### src/hw/wh_test_pkg.sv
/*
  Shared definitions for the wormhole link tester
  Header field widths, flit header layout, counter width, controller states
*/
`default_nettype none

package wh_test_pkg;

  // Header fields, coordinate sits in the lowest bits of a flit
  localparam int cord_width_c = 5;
  localparam int len_width_c  = 3;
  localparam int hdr_width_c  = cord_width_c + len_width_c;

  // Sent and received packet counters
  localparam int count_width_c = 32;

  // Flit header, cord is the low field
  typedef struct packed {
    logic [len_width_c-1:0]  len;
    logic [cord_width_c-1:0] cord;
  } wh_hdr_s;

  // Traffic controller run states
  typedef enum logic [1:0] {
    IDLE,
    RUN,
    DRAIN,
    DONE
  } ctrl_state_e;

endpackage

`default_nettype wire

### src/hw/wh_data_gen.sv
/*
  Per-channel data sequence generator
  Index advances on each consumed item, channel c shows index plus c
*/
`timescale 1ns/100ps
`default_nettype none

module wh_data_gen
  #(parameter int num_channels_p  = 2
   ,parameter int channel_width_p = 8
  )
  (input  logic                                      clk_i
  ,input  logic                                      reset_i
  ,input  logic                                      clear_i
  ,input  logic                                      yumi_i
  ,output logic [num_channels_p*channel_width_p-1:0] data_o
  );

  logic [channel_width_p-1:0] index_r;

  always_ff @(posedge clk_i)
  begin
    if (reset_i || clear_i)
      index_r <= '0;
    else if (yumi_i)
      index_r <= index_r + 1'b1;
  end

  // Offset per channel so lanes of the payload differ
  for (genvar c = 0; c < num_channels_p; c++)
  begin : chan
    assign data_o[c*channel_width_p +: channel_width_p] = index_r + channel_width_p'(c);
  end

endmodule

`default_nettype wire

### src/hw/wh_one_fifo.sv
/*
  One-entry flit buffer
  ready_and handshake on the input, yumi consumption on the output
*/
`timescale 1ns/100ps
`default_nettype none

module wh_one_fifo
  #(parameter int flit_width_p = 32
  )
  (input  logic                    clk_i
  ,input  logic                    reset_i

  ,input  logic                    v_i
  ,input  logic [flit_width_p-1:0] data_i
  ,output logic                    ready_and_o

  ,output logic                    v_o
  ,output logic [flit_width_p-1:0] data_o
  ,input  logic                    yumi_i
  );

  logic                    full_r;
  logic [flit_width_p-1:0] data_r;
  logic                    enq;

  // Empty, or emptied this cycle
  assign ready_and_o = ~full_r | yumi_i;
  assign enq         = v_i & ready_and_o;

  always_ff @(posedge clk_i)
  begin
    if (reset_i)
      full_r <= 1'b0;
    else if (enq)
      full_r <= 1'b1;
    else if (yumi_i)
      full_r <= 1'b0;
  end

  always_ff @(posedge clk_i)
  begin
    if (enq)
      data_r <= data_i;
  end

  assign v_o    = full_r;
  assign data_o = data_r;

endmodule

`default_nettype wire

### src/hw/wh_test_master.sv
/*
  Test master for one lane
  Packet source, looped-back response checker, sent and received counters
*/
`timescale 1ns/100ps
`default_nettype none

module wh_test_master
  import wh_test_pkg::*;
  #(parameter int num_channels_p  = 2
   ,parameter int channel_width_p = 8
   ,parameter int flit_width_p    = 32
  )
  (input  logic                     clk_i
  ,input  logic                     reset_i
  ,input  logic                     clear_i
  ,input  logic                     en_i
  ,input  logic [cord_width_c-1:0]  dest_cord_i

  // Forward link
  ,output logic                     fwd_v_o
  ,output logic [flit_width_p-1:0]  fwd_data_o
  ,input  logic                     fwd_ready_and_i

  // Return link
  ,input  logic                     ret_v_i
  ,input  logic [flit_width_p-1:0]  ret_data_i
  ,output logic                     ret_ready_and_o

  ,output logic [count_width_c-1:0] sent_count_o
  ,output logic [count_width_c-1:0] received_count_o
  ,output logic                     error_o
  );

  localparam int payload_width_lp = num_channels_p * channel_width_p;

  wh_hdr_s                     req_hdr;
  logic                        req_ready_and;
  logic [flit_width_p-1:0]     req_data;
  logic                        req_send;
  logic                        resp_v;
  logic [flit_width_p-1:0]     resp_data;
  logic [payload_width_lp-1:0] data_gen;
  logic [payload_width_lp-1:0] data_check;

  // Single-flit packets only
  assign req_hdr.cord = dest_cord_i;
  assign req_hdr.len  = '0;
  assign req_data     = flit_width_p'({data_gen, req_hdr});
  assign req_send     = en_i & req_ready_and;

  wh_one_fifo #(.flit_width_p(flit_width_p)) req_out_fifo
    (.clk_i      (clk_i)
    ,.reset_i    (reset_i)
    ,.v_i        (en_i)
    ,.data_i     (req_data)
    ,.ready_and_o(req_ready_and)
    ,.v_o        (fwd_v_o)
    ,.data_o     (fwd_data_o)
    ,.yumi_i     (fwd_v_o & fwd_ready_and_i)
    );

  // Responses are taken as soon as they show up
  wh_one_fifo #(.flit_width_p(flit_width_p)) resp_in_fifo
    (.clk_i      (clk_i)
    ,.reset_i    (reset_i)
    ,.v_i        (ret_v_i)
    ,.data_i     (ret_data_i)
    ,.ready_and_o(ret_ready_and_o)
    ,.v_o        (resp_v)
    ,.data_o     (resp_data)
    ,.yumi_i     (resp_v)
    );

  wh_data_gen
    #(.num_channels_p (num_channels_p)
     ,.channel_width_p(channel_width_p)
    ) gen_out
    (.clk_i  (clk_i)
    ,.reset_i(reset_i)
    ,.clear_i(clear_i)
    ,.yumi_i (req_send)
    ,.data_o (data_gen)
    );

  // Local copy of the sequence to check echoes against
  wh_data_gen
    #(.num_channels_p (num_channels_p)
     ,.channel_width_p(channel_width_p)
    ) gen_check
    (.clk_i  (clk_i)
    ,.reset_i(reset_i)
    ,.clear_i(clear_i)
    ,.yumi_i (resp_v)
    ,.data_o (data_check)
    );

  always_ff @(posedge clk_i)
  begin
    if (reset_i || clear_i)
    begin
      sent_count_o     <= '0;
      received_count_o <= '0;
      error_o          <= 1'b0;
    end
    else
    begin
      if (req_send)
        sent_count_o <= sent_count_o + 1'b1;
      if (resp_v)
        received_count_o <= received_count_o + 1'b1;
      // Sticky until the next clear
      if (resp_v && (resp_data[hdr_width_c +: payload_width_lp] != data_check))
        error_o <= 1'b1;
    end
  end

endmodule

`default_nettype wire

### src/hw/wh_loopback_node.sv
/*
  Loopback node for one lane
  Buffers each flit, checks its coordinate, echoes it or flags a misroute
*/
`timescale 1ns/100ps
`default_nettype none

module wh_loopback_node
  import wh_test_pkg::*;
  #(parameter int flit_width_p = 32
   ,parameter int home_cord_p  = 5
  )
  (input  logic                    clk_i
  ,input  logic                    reset_i
  ,input  logic                    clear_i
  ,input  logic                    stall_i

  ,input  logic                    in_v_i
  ,input  logic [flit_width_p-1:0] in_data_i
  ,output logic                    in_ready_and_o

  ,output logic                    out_v_o
  ,output logic [flit_width_p-1:0] out_data_o
  ,input  logic                    out_ready_and_i

  ,output logic                    misroute_o
  );

  wh_hdr_s in_hdr;
  logic    home_match;
  logic    buf_v;
  logic    buf_yumi;

  assign in_hdr     = in_data_i[hdr_width_c-1:0];
  assign home_match = (in_hdr.cord == cord_width_c'(home_cord_p));

  // Stall hides the buffered flit, so nothing drains
  assign out_v_o  = buf_v & ~stall_i;
  assign buf_yumi = out_v_o & out_ready_and_i;

  // Foreign flits are accepted but never written
  wh_one_fifo #(.flit_width_p(flit_width_p)) echo_buf
    (.clk_i      (clk_i)
    ,.reset_i    (reset_i)
    ,.v_i        (in_v_i & home_match)
    ,.data_i     (in_data_i)
    ,.ready_and_o(in_ready_and_o)
    ,.v_o        (buf_v)
    ,.data_o     (out_data_o)
    ,.yumi_i     (buf_yumi)
    );

  always_ff @(posedge clk_i)
  begin
    if (reset_i || clear_i)
      misroute_o <= 1'b0;
    else if (in_v_i && in_ready_and_o && !home_match)
      misroute_o <= 1'b1;
  end

endmodule

`default_nettype wire

### src/hw/wh_traffic_ctrl.sv
/*
  Traffic controller FSM
  Latches budget and lane mask, enables lanes until each reaches its budget
*/
`timescale 1ns/100ps
`default_nettype none

module wh_traffic_ctrl
  import wh_test_pkg::*;
  #(parameter int num_lanes_p = 2
  )
  (input  logic                                      clk_i
  ,input  logic                                      reset_i
  ,input  logic                                      start_i
  ,input  logic [count_width_c-1:0]                  budget_i
  ,input  logic [num_lanes_p-1:0]                    lane_mask_i
  ,input  logic [num_lanes_p-1:0][count_width_c-1:0] sent_count_i
  ,input  logic                                      all_done_i
  ,output logic [num_lanes_p-1:0]                    en_o
  ,output logic                                      clear_o
  );

  ctrl_state_e              state_r;
  ctrl_state_e              state_n;
  logic [count_width_c-1:0] budget_r;
  logic [num_lanes_p-1:0]   mask_r;
  logic                     start_ok;

  // A stuck DRAIN, e.g. after a misroute, can be restarted too
  assign start_ok = start_i & (state_r != RUN);
  assign clear_o  = start_ok;

  // Drops the same cycle the count hits the budget
  for (genvar i = 0; i < num_lanes_p; i++)
  begin : lane
    assign en_o[i] = (state_r == RUN) & mask_r[i] & (sent_count_i[i] < budget_r);
  end

  always_comb
  begin
    state_n = state_r;
    if (start_ok)
      state_n = RUN;
    else
    begin
      case (state_r)
        RUN:     if (~|en_o) state_n = DRAIN;
        DRAIN:   if (all_done_i) state_n = DONE;
        default: state_n = state_r;
      endcase
    end
  end

  always_ff @(posedge clk_i)
  begin
    if (reset_i)
    begin
      state_r <= IDLE;
      mask_r  <= '0;
    end
    else
    begin
      state_r <= state_n;
      if (start_ok)
        mask_r <= lane_mask_i;
    end
  end

  always_ff @(posedge clk_i)
  begin
    if (start_ok)
      budget_r <= budget_i;
  end

endmodule

`default_nettype wire

### src/hw/wh_status_collect.sv
/*
  Status collector
  Registered sent and received totals, per-lane flags, test completion
*/
`timescale 1ns/100ps
`default_nettype none

module wh_status_collect
  import wh_test_pkg::*;
  #(parameter int num_lanes_p = 2
  )
  (input  logic                                      clk_i
  ,input  logic                                      reset_i
  ,input  logic [num_lanes_p-1:0]                    lane_mask_i
  ,input  logic [count_width_c-1:0]                  budget_i
  ,input  logic [num_lanes_p-1:0][count_width_c-1:0] sent_count_i
  ,input  logic [num_lanes_p-1:0][count_width_c-1:0] received_count_i
  ,input  logic [num_lanes_p-1:0]                    error_i
  ,input  logic [num_lanes_p-1:0]                    misroute_i
  ,output logic [count_width_c-1:0]                  sent_total_o
  ,output logic [count_width_c-1:0]                  received_total_o
  ,output logic [num_lanes_p-1:0]                    error_o
  ,output logic [num_lanes_p-1:0]                    misroute_o
  ,output logic                                      all_done_o
  );

  logic [count_width_c-1:0] sent_sum;
  logic [count_width_c-1:0] received_sum;
  logic                     lanes_done;

  always_comb
  begin
    sent_sum     = '0;
    received_sum = '0;
    // No lane masked means no test running
    lanes_done   = |lane_mask_i;
    for (int i = 0; i < num_lanes_p; i++)
    begin
      sent_sum     = sent_sum + sent_count_i[i];
      received_sum = received_sum + received_count_i[i];
      if (lane_mask_i[i] &&
          ((sent_count_i[i] != budget_i) || (received_count_i[i] != budget_i)))
        lanes_done = 1'b0;
    end
  end

  always_ff @(posedge clk_i)
  begin
    if (reset_i)
    begin
      sent_total_o     <= '0;
      received_total_o <= '0;
      all_done_o       <= 1'b0;
    end
    else
    begin
      sent_total_o     <= sent_sum;
      received_total_o <= received_sum;
      all_done_o       <= lanes_done;
    end
  end

  assign error_o    = error_i;
  assign misroute_o = misroute_i;

endmodule

`default_nettype wire

### src/hw/wh_test_top.sv
/*
  Wormhole link tester top level
  Traffic controller, per-lane master and loopback pairs, status collector
*/
`timescale 1ns/100ps
`default_nettype none

module wh_test_top
  import wh_test_pkg::*;
  #(parameter int num_lanes_p     = 2
   ,parameter int num_channels_p  = 2
   ,parameter int channel_width_p = 8
   ,parameter int flit_width_p    = 32
   ,parameter int home_cord_p     = 5
  )
  (input  logic                     clk_i
  ,input  logic                     reset_i
  ,input  logic                     start_i
  ,input  logic [count_width_c-1:0] budget_i
  ,input  logic [num_lanes_p-1:0]   lane_mask_i
  ,input  logic [num_lanes_p-1:0]   stall_i
  ,input  logic [cord_width_c-1:0]  dest_cord_i
  ,output logic                     done_o
  ,output logic [num_lanes_p-1:0]   error_o
  ,output logic [num_lanes_p-1:0]   misroute_o
  ,output logic [count_width_c-1:0] sent_total_o
  ,output logic [count_width_c-1:0] received_total_o
  );

  logic [num_lanes_p-1:0]                    en;
  logic                                      clear;
  logic [num_lanes_p-1:0][count_width_c-1:0] sent_count;
  logic [num_lanes_p-1:0][count_width_c-1:0] received_count;
  logic [num_lanes_p-1:0]                    lane_error;
  logic [num_lanes_p-1:0]                    lane_misroute;

  wh_traffic_ctrl #(.num_lanes_p(num_lanes_p)) ctrl
    (.clk_i       (clk_i)
    ,.reset_i     (reset_i)
    ,.start_i     (start_i)
    ,.budget_i    (budget_i)
    ,.lane_mask_i (lane_mask_i)
    ,.sent_count_i(sent_count)
    ,.all_done_i  (done_o)
    ,.en_o        (en)
    ,.clear_o     (clear)
    );

  for (genvar i = 0; i < num_lanes_p; i++)
  begin : lane
    logic                    fwd_v;
    logic [flit_width_p-1:0] fwd_data;
    logic                    fwd_ready_and;
    logic                    ret_v;
    logic [flit_width_p-1:0] ret_data;
    logic                    ret_ready_and;

    wh_test_master
      #(.num_channels_p (num_channels_p)
       ,.channel_width_p(channel_width_p)
       ,.flit_width_p   (flit_width_p)
      ) master
      (.clk_i           (clk_i)
      ,.reset_i         (reset_i)
      ,.clear_i         (clear)
      ,.en_i            (en[i])
      ,.dest_cord_i     (dest_cord_i)
      ,.fwd_v_o         (fwd_v)
      ,.fwd_data_o      (fwd_data)
      ,.fwd_ready_and_i (fwd_ready_and)
      ,.ret_v_i         (ret_v)
      ,.ret_data_i      (ret_data)
      ,.ret_ready_and_o (ret_ready_and)
      ,.sent_count_o    (sent_count[i])
      ,.received_count_o(received_count[i])
      ,.error_o         (lane_error[i])
      );

    wh_loopback_node
      #(.flit_width_p(flit_width_p)
       ,.home_cord_p (home_cord_p)
      ) loopback
      (.clk_i          (clk_i)
      ,.reset_i        (reset_i)
      ,.clear_i        (clear)
      ,.stall_i        (stall_i[i])
      ,.in_v_i         (fwd_v)
      ,.in_data_i      (fwd_data)
      ,.in_ready_and_o (fwd_ready_and)
      ,.out_v_o        (ret_v)
      ,.out_data_o     (ret_data)
      ,.out_ready_and_i(ret_ready_and)
      ,.misroute_o     (lane_misroute[i])
      );
  end

  wh_status_collect #(.num_lanes_p(num_lanes_p)) status
    (.clk_i           (clk_i)
    ,.reset_i         (reset_i)
    ,.lane_mask_i     (lane_mask_i)
    ,.budget_i        (budget_i)
    ,.sent_count_i    (sent_count)
    ,.received_count_i(received_count)
    ,.error_i         (lane_error)
    ,.misroute_i      (lane_misroute)
    ,.sent_total_o    (sent_total_o)
    ,.received_total_o(received_total_o)
    ,.error_o         (error_o)
    ,.misroute_o      (misroute_o)
    ,.all_done_o      (done_o)
    );

endmodule

`default_nettype wire

### config.mk
export PLATFORM = sky130hd
export DESIGN_NAME = wh_test_top
export DESIGN_NICKNAME = d
export VERILOG_FILES = /design/src/hw/wh_test_pkg.sv /design/src/hw/wh_data_gen.sv /design/src/hw/wh_one_fifo.sv /design/src/hw/wh_test_master.sv /design/src/hw/wh_loopback_node.sv /design/src/hw/wh_traffic_ctrl.sv /design/src/hw/wh_status_collect.sv /design/src/hw/wh_test_top.sv
export SDC_FILE = /design/constraint.sdc
export NUM_CORES = 1
export LEC_CHECK = 0
export ABC_AREA = 1
export ABC_CLOCK_PERIOD_IN_PS = 5360
export BUFFER_PORTS_ARGS = -buffer_cell sky130_fd_sc_hd__buf_2
export CAP_MARGIN = 25
export CORE_AREA = 5 5 273 208
export DETAILED_ROUTE_END_ITERATION = 7
export DIE_AREA = 0 0 278 213
export PLACE_DENSITY_LB_ADDON = 0.05
export SLEW_MARGIN = 30
export SYNTH_ARGS = -nofsm -noshare
export SYNTH_HDL_FRONTEND = slang
export SYNTH_HIERARCHICAL = 1
export SYNTH_SLANG_ARGS = --single-unit
### constraint.sdc
create_clock -name clk_i -period 5.36 [get_ports clk_i]
set_clock_uncertainty 0.1 [all_clocks]
set_input_delay 0.268 -clock clk_i [delete_from_list [all_inputs] [get_ports clk_i]]
set_output_delay 0.268 -clock clk_i [all_outputs]
set_load 0.1 [all_outputs]
* Word level (Yosys, flattened, before mapping)
Cells that the tools add are included.
** Cells by class
- Equality and inequality tests :: 15
- $lt $le $gt $ge :: 2
- Multiply operators :: 0
- Mux-type cells :: 14
- Div/mod/pow operators :: 0
- Shift operators :: 0
- Bitwise gates (word level) :: 25
- $add $sub $neg :: 10
- Reduce and logical (&&, ||, !) cells :: 25
** Operator list (count)
- $add 32x1->32 const B :: 4
- $ne 32x32->1 :: 4
- $add 32x32->32 :: 2
- $lt 32x32->1 :: 2
- $add 8x1->8 const B :: 4
- $ne 16x16->1 :: 2
- $and 1x1->1 :: 15
- $mux 1 :: 11
- $eq 5x3->1 const B :: 2
- $reduce_bool 2->1 :: 5
- $logic_and 1x1->1 :: 8
- $not 1->1 :: 6
- $reduce_and 3->1 :: 2
- $reduce_or 2->1 :: 3
- $mux 2 :: 2
- $ne 2x1->1 const B :: 2
- $or 1x1->1 :: 4
- $pmux 2 s2 :: 1
- $logic_or 1x1->1 :: 3
- $ne 3x1->1 const B :: 1
- $ne 3x2->1 const B :: 1
- $reduce_bool 3->1 :: 1
- $reduce_or 3->1 :: 1
- $eq 2x1->1 const B :: 1
- 3 further kinds :: 4
** Word-level totals
- Latch bits :: 0
- RAM bits :: 0
- Input bits :: 44
- Bits in read-only memories :: 0
- Memories kept :: 0
- Register bits after elaboration :: 397
- Output and inout bits :: 69
- Logic and storage cells :: 122

* Logic depth before layout (Yosys ltp)
Gate-level depths: netlist (run 1).
- Depth after elaboration :: 7
- Mapped depth :: 22
- Mapped depth without buffers :: 21

* By module
The synthesis (run 1) kept the hierarchy.
** By module, submodules not included
- wh_test_master :: area an instance 3952.5 um2, instances 2, seq. area each 1301.2 um2, cells each 638
- wh_status_collect :: area an instance 7865.0 um2, instances 1, seq. area each 1301.2 um2, cells each 1513
- wh_one_fifo :: area an instance 1008.5 um2, instances 6, seq. area each 980.9 um2, cells each 38
- wh_traffic_ctrl :: area an instance 2706.3 um2, instances 1, seq. area each 1041.0 um2, cells each 296
- wh_data_gen :: area an instance 449.2 um2, instances 4, seq. area each 160.2 um2, cells each 73
- wh_loopback_node :: area an instance 106.4 um2, instances 2, seq. area each 20.0 um2, cells each 18

* Least setup slack after synthesis (run 1)
No wires, ideal clock.
- Kind :: reg2reg
- Start point :: register lane[0].master.sent_count_o[27]
- End point :: register lane[0].master.req_out_fifo.data_r[0] (enable)
- Buffers on the path :: 0
- Period minus slack after synthesis :: 3.553 ns
- Required time :: 4.828 ns
- Slack :: 1.807 ns
- Library setup time :: 0.432 ns
- Arrival time :: 3.021 ns
- Cell stages (with the launch flop) :: 12
- Cells stage by stage :: dfxtp_1 -> ha_1 -> nand2_1 -> nor2_1 -> and2_4 -> nand2_2 -> nor2_2 -> nor3_2 -> nand2_1 -> inv_1 -> inv_1 -> a21oi_1
** On the way
- Word-level cells in the longest chain between the ends :: 3
** Ends and longest elaborated chain
- from (decl) :: RTL line wh_test_master.sv:30 : ,output logic [count_width_c-1:0] sent_count_o
- from (signal assigned) :: RTL line wh_test_master.sv:109 : sent_count_o <= sent_count_o + 1'b1;
- $lt 32x32->1 :: RTL line wh_traffic_ctrl.sv:36 : assign en_o[i] = (state_r == RUN) & mask_r[i] & (sent_count_i[i] < budget_r);
- $and 1x1->1 :: RTL line wh_traffic_ctrl.sv:36
- via en[0] :: RTL line wh_test_top.sv:30 : logic [num_lanes_p-1:0] en;
- $and 1x1->1 :: RTL line wh_one_fifo.sv:29 : assign enq = v_i & ready_and_o;
- via lane[0].master.req_out_fifo.enq :: RTL line wh_one_fifo.sv:25 : logic enq;
- to (signal assigned) :: RTL line wh_one_fifo.sv:44 : data_r <= data_i;
- to (decl) :: RTL line wh_one_fifo.sv:24 : logic [flit_width_p-1:0] data_r;
The timed path passes the listed nets, and every way through them passes these cells.
A chain may end at the register's enable or synchronous reset.

* Worst setup path after layout (run 1)
- Start point :: register lane[0].master.sent_count_o[15]
- End point :: register lane[0].master.sent_count_o[13]
** On the way
- Word-level cells in the longest chain between the ends :: 3
** Ends and longest elaborated chain
- $lt 32x32->1 :: RTL line wh_traffic_ctrl.sv:36
- $and 1x1->1 :: RTL line wh_traffic_ctrl.sv:36
- via en[0] :: RTL line wh_test_top.sv:30
- $and 1x1->1 :: RTL line wh_test_master.sv:50 : assign req_send = en_i & req_ready_and;
The timed path passes the listed nets, and every way through them passes these cells.

==> results of run 1 <==
==> cells in the final DEF (no fill, tap or decap), types with 7 or more instances in the layout <==
| master | count |
|---|---|
| nand4_1 | 46 |
| clkbuf_16 | 43 |
| nand2_1 | 1064 |
| a31oi_1 | 7 |
| edfxtp_1 | 138 |
| inv_1 | 582 |
| ha_1 | 132 |
| nor3_1 | 45 |
| nand2_2 | 29 |
| nor2_2 | 34 |
| dlygate4sd3_1 | 43 |
| buf_2 | 112 |
| a21oi_1 | 224 |
| inv_2 | 21 |
| dfxtp_1 | 239 |
| nand3_1 | 164 |
| nand3_2 | 17 |
| a21oi_2 | 10 |
| buf_4 | 15 |
| o21ai_0 | 111 |
| o21ai_1 | 16 |
| nor2_4 | 20 |
| o21bai_1 | 11 |
| o21a_1 | 13 |
| xnor2_1 | 10 |
| nor2_1 | 490 |
| nor3_2 | 7 |
| xor2_1 | 37 |
| clkbuf_8 | 8 |
| and2_1 | 7 |
==> registers in the layout (all words and copies together), names as in the netlist <==
register	flops
status/received_total_o	32
ctrl/budget_r	32
lane.master/resp_in_fifo/v_o	2
ctrl/state_r	2
ctrl/mask_r	2
lane.loopback/echo_buf/v_o	2
lane.master/sent_count_o	64
lane.master/req_out_fifo/v_o	2
status/sent_total_o	32
lane.master/error_o	2
status/all_done_o	1
lane.loopback/misroute_o	2
lane.master/gen_out/index_r	16
lane.master/received_count_o	64
lane.master/resp_in_fifo/data_o	32
lane.master/req_out_fifo/data_o	42
lane.loopback/echo_buf/data_o	32
lane.master/gen_check/index_r	16
==> worst min-delay path by stage <==
stage,endpoint,cells past startpoint,slack [ns]
5_1_grt,lane[1].loopback/echo_buf/v_o,2,0.05
2_1_floorplan,lane[0].loopback/echo_buf/v_o,1,0.23
6_report,lane[0].master/resp_in_fifo/v_o,2,0.06
4_1_cts,lane[0].master/resp_in_fifo/v_o,2,0.02
3_5_place_dp,lane[0].loopback/echo_buf/data_o[11],0,0.30
3_3_place_gp,lane[1].master/resp_in_fifo/data_o[18],0,0.30
==> per-stage QoR <==
stage                     util [%]  setup WS [ns]  power [mW]  cell area, µm²
after floorplan                  -           2.31        3.26           23900
after global placement        47.0           2.15        3.41           25300
after detailed placement      47.1           2.07        3.41           25400
after CTS                     50.6           2.05        6.55           27300
after global routing          50.6           1.76        6.71           27300
final                         50.6           2.04        6.49           27300
==> report_power, final <==
part	switching [mW]	total [mW]	internal, mW
Sequential	0.0163	3.01	2.99
Combinational	0.267	0.376	0.109
Clock	1.30	3.10	1.80
==> final cells by class <==
cell class / instances / area, µm²
tap: 722 / 903
antenna: 3 / 7.51
sequential: 377 / 8930
clock buffer: 57 / 1210
inverter: 607 / 2280
fill: 5524 / 26600
clock inverter: 22 / 264
timing repair buffer: 170 / 1100
multi-input combinational: 2535 / 12600
==> what timing repair did <==
item                                   4_1_cts  5_1_grt
endpoints found under the hold margin       48        0
resized for setup                            0        0
hold buffers                                43        0
==> routing by layer <==
metal	part of all wire [%]	vias to the layer above	track usage [%]
met5	0.015	-	0
met2	42	810	42.9
met1	46	10600	39.5
met3	8.7	136	6.56
met4	3.3	2	8.74
li1	-	11500	-
==> impl_metrics.csv, run 1 <==
group,metric,value,unit
run_status,status,"completed",
clock_network,numCtsBuffers,43,
grt,grt_pass1_wl,127,mm
die,start_util,44.4,%
worst_setup_path,worst_path_max_delay_cell,"dfxtp_1",
grt,antenna_found_initial,4,
clock_network,clock_latency,0.59,ns
drt,drc,0,
worst_setup_path,worstSetupStartpoint,"lane[0].master/sent_count_o[15]",
worst_hold_path,hp-class,"primary input to register",
worst_setup_path,slowest_delay,0.57,ns
timing,setup_tns,0,ns
clock_network,cts_sinks,377,
synthesis,synthCells,3553,
worst_setup_path,r2r_start,"lane[0].master/sent_count_o[15]",
synthesis,syn_area,0.0239,mm²
cells_and_area,syn2layout_area_growth,13.9,%
die,dieArea,0.0592,mm²
timing,timing.hold.ws,0.0593,ns
grt,grt_max_degree,42,
drt,antenna_left,0,
die,ios,113,
worst_setup_path,timing.critical_path.buf_inv,2,
timing,min_period_over_period,61.9,%
drt,vias,23100,
worst_setup_path,timing.critical_path.cells,"ha_1 -> a21oi_1 -> o21ai_0 -> nor2_1 -> nand2_1 -> nand2_1 -> nand2_1 -> inv_1 -> nand2_2 -> inv_2 -> nand2_1 -> nor2_2 -> nand4_1 -> o21ai_0 -> nor2_1",
cells_and_area,drive_above_1_share,9.29,%
die,num_rows,74,
clock_network,h-tree-depth,2,
timing,drv_slew,0,
worst_setup_path,setup.worst_path.end,"lane[0].master/sent_count_o[13]",
placed_design,io_buffers,112,
clock_network,cts_tree,"done",
synthesis,yosys_warnings,6,
clock_network,cts_buffer_depth,3,
worst_hold_path,hold_start,"reset_i",
pwr,vdd_drop_max,0.269,mV
clock_network,root_buffer,"clkbuf_16",
timing,slew_headroom,45.4,%
grt,grt_pass1_vias,21100,
worst_setup_path,critical_path_arrival,3.68,ns
timing,rsz0062_at_grt,"false",
drt,drt_iter0_markers,2165,
pwr,p_leak,12.4,nW
drt,drt_first_pass_iters,6,
die,die-width,278,µm
worst_setup_path,r2r_slack,2.04,ns
worst_setup_path,path_depth,15,
pwr,power.density,238,mW/mm²
drt,drt-total-wl,85.3,mm
synthesis,synth.avg_cell_area,6.74,µm²
worst_setup_path,ff2ff_path_depth,15,
worst_setup_path,crit_path_end_kind,"register",
grt,globalRouteTotalUtil,28.0,%
timing,tightest_slew,0.813,ns
worst_setup_path,path_common_cell,"nand2_1",
worst_setup_path,cp_max_fo,17,
drt,routedWlPerCell,19.0,µm
timing,max_freq,0.301,GHz
placed_design,dp.cells,4368,
timing,setup_violations,0,
flow_run,max-cap-violations,0,
timing,final-hold-violation-count,0,
worst_setup_path,cp-start-kind,"register",
synthesis,synth_fp_nets,3731,
clock_network,cts_setup_buffers,0,
timing,fin_crit,3.32,ns
grt,grt_overflow,0,
cells_and_area,final_cells,4493,
worst_setup_path,cpLargestDelayFamily,"simple AND/OR/NAND/NOR gates",
placed_design,gp_congestion,0.955,
clock_network,clk_pin_slew_worst_paths,0.06,ns
worst_setup_path,r2r_end,"lane[0].master/sent_count_o[13]",
cells_and_area,nets,3912,
placed_design,dp_hpwl,67.1,mm
worst_setup_path,crit_required,5.72,ns
drt,viasPerCell,5.13,
die,core_area,0.0539,mm²
die,dieHeight,213,µm
worst_setup_path,critPathKind,"register to register",
No activity file was read; power rests on OpenSTA's default activity.
==> inputs of run 2 (changes only) <==
ABC_AREA = 0   (was 1)
ABC_CLOCK_PERIOD_IN_PS = 3330   (was 5360)
CORE_AREA = 5 5 255 195   (was 5 5 273 208)
DIE_AREA = 0 0 260 200   (was 0 0 278 213)
clock period = 3.33 ns   (was 5.36 ns; I/O delays follow)
==> run 2 against run 1 <==
Against the previous run: non-clock buffer count rose by 113; synthesized cell count fell by 41%; worst setup slack got worse by 2.0 ns; global-route usage fell by 3.7 points; first-iteration DRC count fell by 21%; synthesized area fell by 14%; via count fell by 24%; power rose by 57%; combinational power rose by 24%; sequential power rose by 60%; die area fell by 12%; clock-buffer cell count fell by 4; critical endpoint is now lane[0].master/sent_count_o[22]; largest power group unchanged.
==> impl_metrics.csv, run 2 <==
group,metric,value,unit
clock_network,cts_tree,"done",
timing,max_freq,0.302,GHz
die,ios,113,
worst_setup_path,timing.critical_path.buf_inv,3,
placed_design,placedInstanceArea,0.0224,mm²
grt,globalRouteTotalUtil,24.3,%
placed_design,dp.cells,2898,
grt,grt_max_degree,48,
grt,grt_overflow,0,
worst_setup_path,crit_required,3.74,ns
timing,final-hold-violation-count,0,
placed_design,gp_congestion,0.950,
drt,drt-total-wl,64.9,mm
cells_and_area,nets,2534,
placed_design,dp_hpwl,49.6,mm
drt,vias,17500,
cells_and_area,antenna-diode-count,0,
drt,drc,0,
cells_and_area,drive_above_1_share,16.7,%
drt,viasPerCell,5.78,
worst_setup_path,slowest_delay,0.56,ns
timing,tightest_slew,0.716,ns
clock_network,numCtsBuffers,43,
flow_run,max-cap-violations,0,
cells_and_area,final_util,52.3,%
grt,grt_pass1_vias,16300,
die,num_rows,69,
synthesis,yosys_warnings,6,
placed_design,io_buffers,112,
worst_setup_path,cp-start-kind,"register",
cells_and_area,layout_common_cells,"dfxtp_1 (238), nor2_1 (164), a21oi_1 (149)",
worst_setup_path,worst_path_max_delay_cell,"or4_4",
cells_and_area,finish.instance_area,0.0245,mm²
cells_and_area,final_common_cell,"dfxtp_1",
clock_network,clock_latency,0.59,ns
clock_network,root_buffer,"clkbuf_16",
timing,fin_crit,3.31,ns
timing,min_period_over_period,99.5,%
timing,slew_headroom,52.3,%
worst_setup_path,critPathKind,"register to register",
worst_setup_path,timing.critical_path.cells,"inv_2 -> ha_4 -> a211o_1 -> a31oi_1 -> o311a_1 -> nor3_2 -> nor4_2 -> buf_4 -> o31a_1 -> buf_4 -> and3_4 -> nand3_4 -> or4_4 -> a21oi_2",
synthesis,synthCells,2094,
worst_setup_path,critical_path_arrival,3.73,ns
pwr,p_leak,10.1,nW
worst_setup_path,crit_path_end_kind,"register",
drt,antenna_left,0,
clock_network,clk_pin_slew_worst_paths,0.06,ns
drt,routedWlPerCell,21.4,µm
timing,setup_violations,0,
clock_network,cts_sinks,377,
die,dieHeight,200,µm
die,start_util,43.7,%
die,die-width,260,µm
timing,drv_slew,0,
synthesis,synth_fp_nets,2272,
die,core_area,0.0469,mm²
pwr,vdd_drop_max,0.317,mV
synthesis,synth.avg_cell_area,9.78,µm²
worst_hold_path,hp-class,"primary input to register",
clock_network,h-tree-depth,2,
worst_setup_path,cpLargestDelayFamily,"simple AND/OR/NAND/NOR gates",
pwr,power.density,415,mW/mm²
drt,drt_first_pass_iters,6,
clock_network,cts_buffer_depth,3,
drt,drt_iter0_markers,1704,
run_status,status,"completed",
synthesis,syn_area,0.0205,mm²
die,dieArea,0.0520,mm²
timing,rsz0062_at_grt,"true",
cells_and_area,final_cells,3030,
grt,antenna_found_initial,1,
worst_setup_path,cp_max_fo,4,
cells_and_area,syn2layout_area_growth,19.7,%
worst_setup_path,path_common_cell,"buf_4",
grt,grt_pass1_wl,98.0,mm
## run 2: worst paths after layout
check | startpoint | end | slack [ns] | depth (start not counted)
setup reg to reg | ctrl/budget_r[2] | lane[0].master/sent_count_o[22] | 0.02 | 14
hold reg to reg | lane[0].loopback/echo_buf/data_o[22] | lane[0].master/resp_in_fifo/data_o[22] | 0.32 | 0
hold / removal | dest_cord_i[0] | lane[0].master/req_out_fifo/data_o[0] | 0.23 | 2
setup / recovery | ctrl/budget_r[2] | lane[0].master/sent_count_o[22] | 0.02 | 14
## run 2: per-layer routing
metal	part of all wire (%)	vias up	track usage, %	wire length [µm]
met4	2.8	2	7.71	1850
met1	48	8367	37.1	31300
met5	0.020	-	0	13
met3	7.2	128	3.36	4690
met2	42	672	35.6	27100
li1	-	8344	-	-
## run 2: where the power goes
part	total [mW]	internal (mW)	switching, mW
Combinational	0.467	0.159	0.308
Sequential	4.82	4.80	0.0162
Clock	4.88	2.87	2.01
Total	10.2	7.83	2.33
## run 2: timing repair
item	in CTS	in global routing
pin swaps	0	22
hold endpoints to repair	95	0
setup endpoints to repair	1	33
buffers inserted	0	8
resized for setup	1	40
hold buffers	44	0
## run 2: cell type report
cell class,count,area (µm²)
multi-input combinational,1569,11100
fill,4287,22400
inverter,82,310
sequential,377,8930
clock inverter,27,297
tap,639,800
timing repair buffer,283,1970
clock buffer,53,1150
## run 2: per-stage QoR
stage | worst slack [ns] | power [mW] | setup TNS [ns] | hold WS [ns]
floorplan | 0.289 | 5.13 | 0 | 0.129
global placement | 0.106 | 5.32 | 0 | 0.270
detailed placement | 0.0393 | 5.33 | 0 | 0.274
CTS | 0.00624 | 10.3 | 0 | 0.187
global route | -0.158 | 10.5 | -1.52 | 0.205
finish | 0.0172 | 10.2 | 0 | 0.233
